`src/include/lanzones_defs.svh`:
```
`ifndef LANZONES_DEFS_SVH
`define LANZONES_DEFS_SVH

// data path and bus address width
`define LZ_XLEN 32

// register file geometry
`define LZ_NREGS 32
`define LZ_REGW 5

// word address of the first fetch after reset
`define LZ_START_PC 32'd0

// stops the sequencer until the next load pulse
`define LZ_OP_HALT 7'h7F

// RV32 base opcodes that the core executes
`define LZ_OP_LUI 7'b0110111
`define LZ_OP_ADD 7'b0110011
`define LZ_OP_SW 7'b0100011
`define LZ_OP_LW 7'b0000011

`endif

```
`src/logic/lanzonesPkg.sv`:
```
`default_nettype none

package lanzonesPkg;

`include "lanzones_defs.svh"

   typedef enum logic [6:0] {
      OP_LUI  = `LZ_OP_LUI,
      OP_ADD  = `LZ_OP_ADD,
      OP_SW   = `LZ_OP_SW,
      OP_LW   = `LZ_OP_LW,
      OP_HALT = `LZ_OP_HALT
   } opcode_e;

   typedef enum logic [1:0] {
      SEQ_HALTED,
      SEQ_FETCH,
      SEQ_EXEC,
      SEQ_MEMWAIT
   } seqState_e;

   // one bus access, also the form of the core's bus output
   typedef struct packed {
      logic req;
      logic we;
      logic [`LZ_XLEN-1:0] addr;
      logic [`LZ_XLEN-1:0] wdata;
   } memReq_t;

   typedef struct packed {
      logic en;
      logic [`LZ_REGW-1:0] addr;
      logic [`LZ_XLEN-1:0] data;
   } regWrite_t;

   // load or store handed from exec to the bus side
   typedef struct packed {
      logic valid;
      logic isStore;
      logic [`LZ_REGW-1:0] rd; // load destination
      logic [`LZ_XLEN-1:0] addr;
      logic [`LZ_XLEN-1:0] wdata;
   } dataAccess_t;

endpackage

`default_nettype wire

```
`src/logic/regFile.sv`:
```
`timescale 1ns/100ps
`default_nettype none

`include "lanzones_defs.svh"

module regFile (
   input wire clk,
   input wire rstn,
   input wire [`LZ_REGW-1:0] rs1,
   input wire [`LZ_REGW-1:0] rs2,
   output logic [`LZ_XLEN-1:0] rdata1,
   output logic [`LZ_XLEN-1:0] rdata2,
   input wire lanzonesPkg::regWrite_t execWrite,
   input wire lanzonesPkg::regWrite_t loadWrite
);

   import lanzonesPkg::*;

   // x0 has no storage
   logic [`LZ_XLEN-1:0] regs [1:`LZ_NREGS-1];
   regWrite_t wr;

   // the two ports are never active together
   assign wr = execWrite.en ? execWrite : loadWrite;

   always_ff @(posedge clk) begin
      if (!rstn) begin
         for (int i = 1; i < `LZ_NREGS; i++) begin
            regs[i] <= '0;
         end
      end else if (wr.en && (wr.addr != '0)) begin
         regs[wr.addr] <= wr.data;
      end
   end

   assign rdata1 = (rs1 == '0) ? '0 : regs[rs1];
   assign rdata2 = (rs2 == '0) ? '0 : regs[rs2];

endmodule

`default_nettype wire

```
`src/logic/execUnit.sv`:
```
`timescale 1ns/100ps
`default_nettype none

`include "lanzones_defs.svh"

module execUnit (
   input wire [`LZ_XLEN-1:0] instr,
   input wire instrVld,
   input wire [`LZ_XLEN-1:0] rdata1,
   input wire [`LZ_XLEN-1:0] rdata2,
   output logic [`LZ_REGW-1:0] rs1,
   output logic [`LZ_REGW-1:0] rs2,
   output lanzonesPkg::regWrite_t execWrite,
   output lanzonesPkg::dataAccess_t access,
   output logic haltOp
);

   import lanzonesPkg::*;

   opcode_e op;
   logic [`LZ_REGW-1:0] rd;
   logic [19:0] immU;
   logic [11:0] immI;
   logic [11:0] immS;
   logic isLui;
   logic isAdd;
   logic isSw;
   logic isLw;
   logic isHalt;
   logic [`LZ_XLEN-1:0] offset;
   logic [`LZ_XLEN-1:0] aluB;
   logic [`LZ_XLEN-1:0] aluOut;

   // field extraction
   assign op = opcode_e'(instr[6:0]);
   assign rd = instr[11:7];
   assign rs1 = instr[19:15];
   assign rs2 = instr[24:20];
   assign immU = instr[31:12];
   assign immI = instr[31:20];
   assign immS = {instr[31:25], instr[11:7]};

   always_comb begin
      isLui = 1'b0;
      isAdd = 1'b0;
      isSw = 1'b0;
      isLw = 1'b0;
      isHalt = 1'b0;
      case (op)
         OP_LUI: isLui = 1'b1;
         OP_ADD: isAdd = 1'b1;
         OP_SW: isSw = 1'b1;
         OP_LW: isLw = 1'b1;
         OP_HALT: isHalt = 1'b1;
         default: ; // anything else is a no-op
      endcase
   end

   // sign-extended load/store offset
   assign offset = isSw ? {{(`LZ_XLEN-12){immS[11]}}, immS}
                        : {{(`LZ_XLEN-12){immI[11]}}, immI};

   // ALU
   assign aluB = isAdd ? rdata2 : offset;
   assign aluOut = rdata1 + aluB;

   assign execWrite.en = instrVld & (isLui | isAdd);
   assign execWrite.addr = rd;
   assign execWrite.data = isLui ? {immU, 12'b0} : aluOut;

   assign access.valid = instrVld & (isSw | isLw);
   assign access.isStore = isSw;
   assign access.rd = rd;
   assign access.addr = aluOut;
   assign access.wdata = rdata2; // store data from rs2

   assign haltOp = instrVld & isHalt;

endmodule

`default_nettype wire

```
`src/logic/fetchUnit.sv`:
```
`timescale 1ns/100ps
`default_nettype none

`include "lanzones_defs.svh"

module fetchUnit (
   input wire clk,
   input wire rstn,
   input wire loadEn,
   input wire fetchDone,
   input wire [`LZ_XLEN-1:0] fetchRData,
   input wire lanzonesPkg::dataAccess_t access,
   input wire haltOp,
   input wire dataDone,
   output lanzonesPkg::memReq_t fetchReq,
   output logic [`LZ_XLEN-1:0] instr,
   output logic instrVld,
   output logic halt
);

   import lanzonesPkg::*;

   seqState_e state;
   logic [`LZ_XLEN-1:0] pc;
   logic [`LZ_XLEN-1:0] instrQ;

   // sequencer, pc and halt flag
   always_ff @(posedge clk) begin
      if (!rstn) begin
         state <= SEQ_HALTED;
         pc <= `LZ_START_PC;
         halt <= 1'b1;
      end else begin
         case (state)
            SEQ_HALTED: begin
               if (loadEn) begin
                  state <= SEQ_FETCH;
                  halt <= 1'b0;
               end
            end
            SEQ_FETCH: begin
               if (fetchDone) begin
                  state <= SEQ_EXEC;
                  pc <= pc + 1'b1; // word addressed
               end
            end
            SEQ_EXEC: begin
               if (haltOp) begin
                  state <= SEQ_HALTED;
                  halt <= 1'b1;
               end else if (access.valid) begin
                  state <= SEQ_MEMWAIT;
               end else begin
                  state <= SEQ_FETCH;
               end
            end
            SEQ_MEMWAIT: begin
               if (dataDone) begin
                  state <= SEQ_FETCH;
               end
            end
            default: state <= SEQ_HALTED;
         endcase
      end
   end

   always_ff @(posedge clk) begin
      if (fetchDone) begin
         instrQ <= fetchRData;
      end
   end

   // level request for the whole fetch state
   assign fetchReq = '{req: (state == SEQ_FETCH), we: 1'b0, addr: pc, wdata: '0};

   assign instr = instrQ;
   assign instrVld = (state == SEQ_EXEC); // one cycle per instruction

endmodule

`default_nettype wire

```
`src/logic/memPort.sv`:
```
`timescale 1ns/100ps
`default_nettype none

`include "lanzones_defs.svh"

module memPort (
   input wire clk,
   input wire rstn,
   input wire lanzonesPkg::memReq_t fetchReq,
   input wire lanzonesPkg::dataAccess_t access,
   output lanzonesPkg::memReq_t mem,
   input wire memVld,
   input wire [`LZ_XLEN-1:0] memRData,
   output logic fetchDone,
   output logic dataDone,
   output lanzonesPkg::regWrite_t loadWrite
);

   logic reqQ;
   logic weQ;
   logic isDataQ; // current access came from exec
   logic [`LZ_XLEN-1:0] addrQ;
   logic [`LZ_XLEN-1:0] wdataQ;
   logic [`LZ_REGW-1:0] rdQ;
   logic accessEnd;

   assign accessEnd = reqQ & memVld;

   // request state, new access only from idle
   always_ff @(posedge clk) begin
      if (!rstn) begin
         reqQ <= 1'b0;
         weQ <= 1'b0;
         isDataQ <= 1'b0;
      end else if (reqQ) begin
         if (memVld) begin
            reqQ <= 1'b0;
            weQ <= 1'b0;
         end
      end else if (access.valid) begin
         reqQ <= 1'b1;
         weQ <= access.isStore;
         isDataQ <= 1'b1;
      end else if (fetchReq.req) begin
         reqQ <= 1'b1;
         weQ <= fetchReq.we;
         isDataQ <= 1'b0;
      end
   end

   // address and data held steady while req is up
   always_ff @(posedge clk) begin
      if (!reqQ) begin
         if (access.valid) begin
            addrQ <= access.addr;
            wdataQ <= access.wdata;
            rdQ <= access.rd;
         end else begin
            addrQ <= fetchReq.addr;
            wdataQ <= fetchReq.wdata;
         end
      end
   end

   assign mem = '{req: reqQ, we: weQ, addr: addrQ, wdata: wdataQ};

   assign fetchDone = accessEnd & ~isDataQ;
   assign dataDone = accessEnd & isDataQ;

   // load completes in the memVld cycle
   assign loadWrite = '{en: dataDone & ~weQ, addr: rdQ, data: memRData};

endmodule

`default_nettype wire

```
`src/logic/lanzonesCore.sv`:
```
`timescale 1ns/100ps
`default_nettype none

`include "lanzones_defs.svh"

module lanzonesCore (
   input wire clk,
   input wire rstn,
   input wire loadEn,
   output logic halt,
   output lanzonesPkg::memReq_t mem,
   input wire memVld,
   input wire [`LZ_XLEN-1:0] memRData
);

   import lanzonesPkg::*;

   memReq_t fetchReq;
   dataAccess_t access;
   regWrite_t execWrite;
   regWrite_t loadWrite;
   logic [`LZ_XLEN-1:0] instr;
   logic instrVld;
   logic haltOp;
   logic fetchDone;
   logic dataDone;
   logic [`LZ_REGW-1:0] rs1;
   logic [`LZ_REGW-1:0] rs2;
   logic [`LZ_XLEN-1:0] rdata1;
   logic [`LZ_XLEN-1:0] rdata2;

   fetchUnit u_fetch (
      .clk(clk), .rstn(rstn), .loadEn(loadEn),
      .fetchDone(fetchDone), .fetchRData(memRData), // instruction word straight off the bus
      .access(access), .haltOp(haltOp), .dataDone(dataDone),
      .fetchReq(fetchReq), .instr(instr), .instrVld(instrVld), .halt(halt)
   );

   execUnit u_exec (
      .instr(instr), .instrVld(instrVld),
      .rdata1(rdata1), .rdata2(rdata2), .rs1(rs1), .rs2(rs2),
      .execWrite(execWrite), .access(access), .haltOp(haltOp)
   );

   regFile u_regs (
      .clk(clk), .rstn(rstn),
      .rs1(rs1), .rs2(rs2), .rdata1(rdata1), .rdata2(rdata2),
      .execWrite(execWrite), .loadWrite(loadWrite)
   );

   memPort u_mem (
      .clk(clk), .rstn(rstn),
      .fetchReq(fetchReq), .access(access),
      .mem(mem), .memVld(memVld), .memRData(memRData),
      .fetchDone(fetchDone), .dataDone(dataDone), .loadWrite(loadWrite)
   );

endmodule

`default_nettype wire

```
`config.mk`:
```
export PLATFORM = sky130hd
export DESIGN_NAME = lanzonesCore
export DESIGN_NICKNAME = d
export VERILOG_FILES = /design/src/logic/lanzonesPkg.sv /design/src/logic/regFile.sv /design/src/logic/execUnit.sv /design/src/logic/fetchUnit.sv /design/src/logic/memPort.sv /design/src/logic/lanzonesCore.sv
export VERILOG_INCLUDE_DIRS = /design/src /design/src/include
export SDC_FILE = /design/constraint.sdc
export NUM_CORES = 2
export LEC_CHECK = 0
export BUFFER_PORTS_ARGS = -buffer_cell sky130_fd_sc_hd__buf_2
export CORE_MARGIN = 5
export CORE_UTILIZATION = 69
export CTS_CLUSTER_SIZE = 20
export DETAILED_ROUTE_END_ITERATION = 10
export PLACE_DENSITY_LB_ADDON = 0.05
export SETUP_SLACK_MARGIN = 0.5
export SYNTH_ARGS = -nofsm -noshare
export SYNTH_HDL_FRONTEND = slang
export SYNTH_SLANG_ARGS = --single-unit
```
`constraint.sdc`:
```
create_clock -name clk -period 14 [get_ports clk]
set_clock_uncertainty 0.15 [all_clocks]
set_input_delay 2.1 -clock clk [delete_from_list [all_inputs] [get_ports clk]]
set_output_delay 2.1 -clock clk [all_outputs]
set_load 0.02 [all_outputs]
```
==> Yosys cells after proc, flatten, opt, wreduce, memory -nomap -nowiden <==
Memories as Yosys holds them, arrays and structs flattened. A register that Yosys moved wholly into a read port is not among the register bits.
Cells that the tools add are included.
{ "totals": {"regBits": 139, "mem_bits_rw": 992, "input_bits": 36, "out_inout_bits": 67, "wordCells": 92, "mem_count": 1} }
{ "classes": {"n_addsub": 2, "n_eq_ne": 13, "mux": 39, "bitwise": 12, "reduce_logical": 15} }
{ "mem_list": {"columns": ["memory", "depth", "word_bits", "rd", "rd_ports_with_merged_regs", "wr", "line", "text"], "rows": [
  ["u_regs.regs", 31, 32, 2, 2, 31, "regFile.sv:20", "logic [`LZ_XLEN-1:0] regs [1:`LZ_NREGS-1];"]
]} }
{ "ops": {"columns": ["op", "count"], "rows": [
  ["$mux 32", 6],
  ["$mux 38", 1],
  ["$add 32x1->32 const B", 1],
  ["$add 32x32->32", 1],
  ["$reduce_or 32->1", 1],
  ["$eq 7x6->1 const B", 3],
  ["$mux 1", 21],
  ["$mux 5", 4],
  ["$logic_not 5->1", 2],
  ["$mux 2", 5],
  ["$pmux 2 s4", 1],
  ["$reduce_and 2->1", 4],
  ["$and 1x1->1", 7],
  ["$eq 7x2->1 const B", 1],
  ["$eq 7x7->1 const B", 1],
  ["$ne 2x2->1 const B", 3],
  ["$reduce_and 3->1", 2],
  ["$reduce_bool 5->1", 1],
  ["$eq 2x2->1 const B", 2],
  ["$ne 2x1->1 const B", 2],
  ["$reduce_bool 2->1", 2],
  ["$not 1->1", 3],
  ["$reduce_bool 3->1", 1],
  ["$eq 2x1->1 const B", 1],
  ["4 further kinds", 5]
]} }

==> Logic depth before layout (Yosys ltp) <==
{ "logic_depth": {"depth_word": 14, "mapped_depth": 20, "ltp_nobuf": 16} }

==> Hierarchy <==
From an unflattened synthesis, not the netlist that was laid out.
{ "unflattened": {"hier_cells": 4448, "area_unflattened_um2": 61479.0} }
{ "by_module_without_submodules": {"columns": ["mod", "instances", "cells_per_inst", "area_per_inst_um2", "seq_area_each_um2"], "rows": [
  ["regFile", 1, 3562, 52215.1, 30749.5],
  ["memPort", 1, 194, 3355.7, 2132.0],
  ["fetchUnit", 1, 266, 2969.1, 1661.6],
  ["execUnit", 1, 426, 2939.1, 0.0]
]} }

==> Worst setup path before layout <==
OpenSTA, ideal clock, no wires.
{ "synth_path": {"path_type": "flip-flop to flip-flop", "from": "register (tool-made name)", "to": "memory u_regs.regs[13][30] (netlist bit) (data pin)", "setup_ns": 0.270, "arrival_ns": 5.059, "required_time_ns": 13.580, "setup_slack_ns": 8.522, "stages_incl_launch_ff": 20, "n_path_buf": 5, "synth_period_minus_slack_ns": 5.478, "cell_sequence": "dfxtp_1 buf_4 buf_2 buf_1 mux4_2 mux4_2 mux2_2 nand2_1 o21ai_0 ha_1 clkbuf_1 nand4_1 or2_2 nor2_1 nand2_1 o2111a_1 or4b_1 nand2_1 buf_2 nor4_1"} }
{ "synth_lines": {"columns": ["element", "line"], "rows": [
  ["to (decl)", "regFile.sv:20"]
]} }

==> reports/metrics.yaml <==
floorplanning:
  fp-row-count: 109
  io_pins: 103
  floorplan.die_area_sq_um: 94200
  start_util_pct: 69.2
  design.core.area_sq_um: 88000
  die_x_um: 307
  dieHeight_um: 307
pwr:
  combPwrFrac_pct: 19.1
  power_leakage_nw: 24.2
  ir_drop_mv: 0.127
  p_int_mw: 6.53
  switchingPower_mw: 2.59
  power_density_nw_per_um2: 137
  p_seq_share_pct: 45.4
  switching_share_pct: 28.4
  p_clk_share_pct: 35.5
grt:
  grt_pass1_vias: 41500
  grt_max_degree: 124
  grt_use_total_pct: 46.4
  antenna_found_initial: 17
  grt_pass1_wl_mm: 305
  overflow: 0
place:
  dp_hpwl_mm: 122
  port_buffers: 102
  gp_congestion: 1.05
  place_area_sq_um: 62700
cells_and_area:
  final_nets: 4226
  fillers: 5221
  final_cell_area_sq_um: 66600
  drive_above_1_share_pct: 28.1
  syn2layout_area_growth_pct: 9.47
  register_area_sq_um: 34800
  multiInputGateArea_sq_um: 24800
yosys:
  synth.largest_area_cell: "edfxtp_1"
  syn-cell-area_sq_um: 60800
  ys_async_sr_fraction_pct: 0
  synth_warnings: 0
  synth-seq-area-share_pct: 57.1
  syn_inst: 4210
  synth_common_cells: "1,125 x edfxtp_1, 843 x nor2_1, 636 x mux4_2, 327 x clkbuf_1"
  synth_area_per_cell_sq_um: 14.5
  synth_top_area_share_pct: 55.5
  synthTopCellsByArea: "edfxtp_1 56%, mux4_2 24%, nor2_1 5.2%"
  synth-seq-cells: 1173
  synth-main-ff-cell: "edfxtp_1"
  synth_cell_types: 71
  post-synth-top-count-cell: "edfxtp_1"
  synth-edff-count: 1125
clock_network:
  cts_buffer_depth: 3
  htree_levels: 3
  hold_buffers: 0
  cts_resized: 0
  cts_buffers: 119
  clkSinkCount: 1173
  post_cts_buffers: 0
  clk_pin_slew_ns: 0.07
  clkLatencyLatePin_ns: 0.73
  cts_tree: "built"
  cts_root_buffer: "clkbuf_16"
worst_setup_path:
  cp_slowest_cell: "a211o_1"
  cp.arrival_ns: 8.00
  cp_slowest_stage_delay_ns: 1.00
  crit_top_cell: "a21oi_1"
  cp_top_family: "compound AO/OA/AOI/OAI gates"
  crit_type: "register to register"
  path_cells: "buf_4, mux4_2, mux4_2, mux2_2, a21oi_1, a21oi_1, ha_1, inv_1, fa_1, nor2b_1, o21a_1, o21a_1, o21ai_0, a21oi_1, xnor2_1, a211o_1, a21oi_1"
  start_kind: "register"
  critical_path_buf_inv_count: 2
  r2r_slack_ns: 6.27
  required_ns: 14.27
  worst-path-max-fanout: 45
  endpoint_kind: "register"
sta:
  slew_headroom_pct: 13.8
  hold_violations: 0
  maxSlewViolCount: 0
  setup_tns_ns: 0
  max_freq_mhz: 129
  fin_crit_ns: 7.73
  setup_viol: 0
  tightestPinTransition_ns: 1.29
  grt_setup_unrepaired: "false"
  period_share_pct: 55.2
routing:
  drt_iter0_markers: 8723
  wl_met3_mm: 41.1
  wl_per_cell_um: 40.1
  dr.pass1.iters: 6
  ant_nets: 0
  vias: 43100
  wl_met2_mm: 93.1
  met1_length_mm: 67.4
  route.detailed.drc: 0
  finalWirelength_mm: 218
  highest_layer: "met5"
  vias_per_cell: 7.92
run:
  cap_violations: 0
run_status:
  status: "finished, final reports clean"
hold_path:
  hold_path_class: "register to register"
==> path summary, 6_finish.rpt <==
path                        from                   to  depth (start not counted)
setup / recovery        register  u_regs.regs[18][12]                         17
hold / removal    u_fetch.pc[30]       u_fetch.pc[30]                          2
setup reg to reg        register  u_regs.regs[18][12]                         17
hold reg to reg   u_fetch.pc[30]       u_fetch.pc[30]                          2
==> registers in the layout, summed over array words and instances (netlist names), named ones only <==
| register | flops |
|---|---|
| u_fetch.halt | 1 |
| u_fetch.instr | 32 |
| u_fetch.pc | 32 |
| u_fetch.state | 2 |
| u_mem.addrQ | 32 |
| u_mem.isDataQ | 1 |
| u_mem.rdQ | 5 |
| u_mem.reqQ | 1 |
| u_mem.wdataQ | 32 |
| u_mem.weQ | 1 |
| u_regs.regs | 1024 |
==> final cells by class <==
cell class	instances	share of cell area (%)
Sequential cell	1173	52.2
Multi-Input combinational cell	2592	37.3
Antenna cell	16	0.0601
Clock inverter	67	0.979
Inverter	50	0.282
Timing Repair Buffer	217	2.14
Clock buffer	154	4.85
Tap cell	1165	2.19
==> layout by cell type (no fill, tap or decap), types with 32 or more instances in the layout <==
master,Yosys,final
inv_1,50,49
nand3_1,47,35
nor3_1,207,206
mux4_2,636,636
conb_1,1,32
mux2_2,41,41
mux2i_1,47,46
buf_4,4,111
clkbuf_16,0,121
dfxtp_1,48,38
o21ai_0,74,74
a21oi_1,117,111
buf_2,47,102
ha_1,36,36
and2_1,33,33
nor2_1,843,837
nand2_1,207,155
edfxtp_1,1125,1125
==> per-layer routing <==
layer	GRT usage, %	vias to the layer above
met4	26.4	10
met3	19.6	953
met2	65.2	4685
li1	-	16200
met5	0	-
met1	62.1	21200
==> worst min-delay path, cell delays in order, from the launching register on <==
cell and delay (ns):
dfxtp_1 0.32, o21ai_0 0.07, a21boi_0 0.07
==> cell families after synthesis <==
| family | count (synthesis) | share of synthesized area (%) |
|---|---|---|
| other | 1 | 0.00616 |
| buffers and inverters | 476 | 3.11 |
| XOR/XNOR | 43 | 0.619 |
| AO/OA/AOI/OAI | 312 | 3.13 |
| flip-flops | 1173 | 57.1 |
| AND/OR/NAND/NOR | 1442 | 10.1 |
| adder cells (fa/ha/maj) | 37 | 0.773 |
| multiplexers | 726 | 25.2 |
==> power by group through the flow <==
stage / combinational (mW) / sequential [mW] / clock, mW
global placement: 1.67 / 4.19 / 0
detailed placement: 1.67 / 4.20 / 0
CTS: 1.68 / 4.13 / 3.21
floorplan: 1.14 / 4.16 / 0
finish: 1.75 / 4.14 / 3.24
global route: 1.79 / 4.15 / 3.37
==> per-stage QoR <==
stage	worst slack, ns	power (mW)	hold slack (ns)	util [%]	cells
final	6.27	9.12	0.362	75.7	5434
after global routing	5.72	9.31	0.398	75.7	5418
after CTS	6.39	9.03	0.364	75.7	5418
after detailed placement	6.39	5.88	0.354	71.3	5197
after global placement	6.48	5.86	0.326	71.3	5197
after floorplan	8.52	5.30	0.314	-	4241
(Power assumes the default switching activity.)
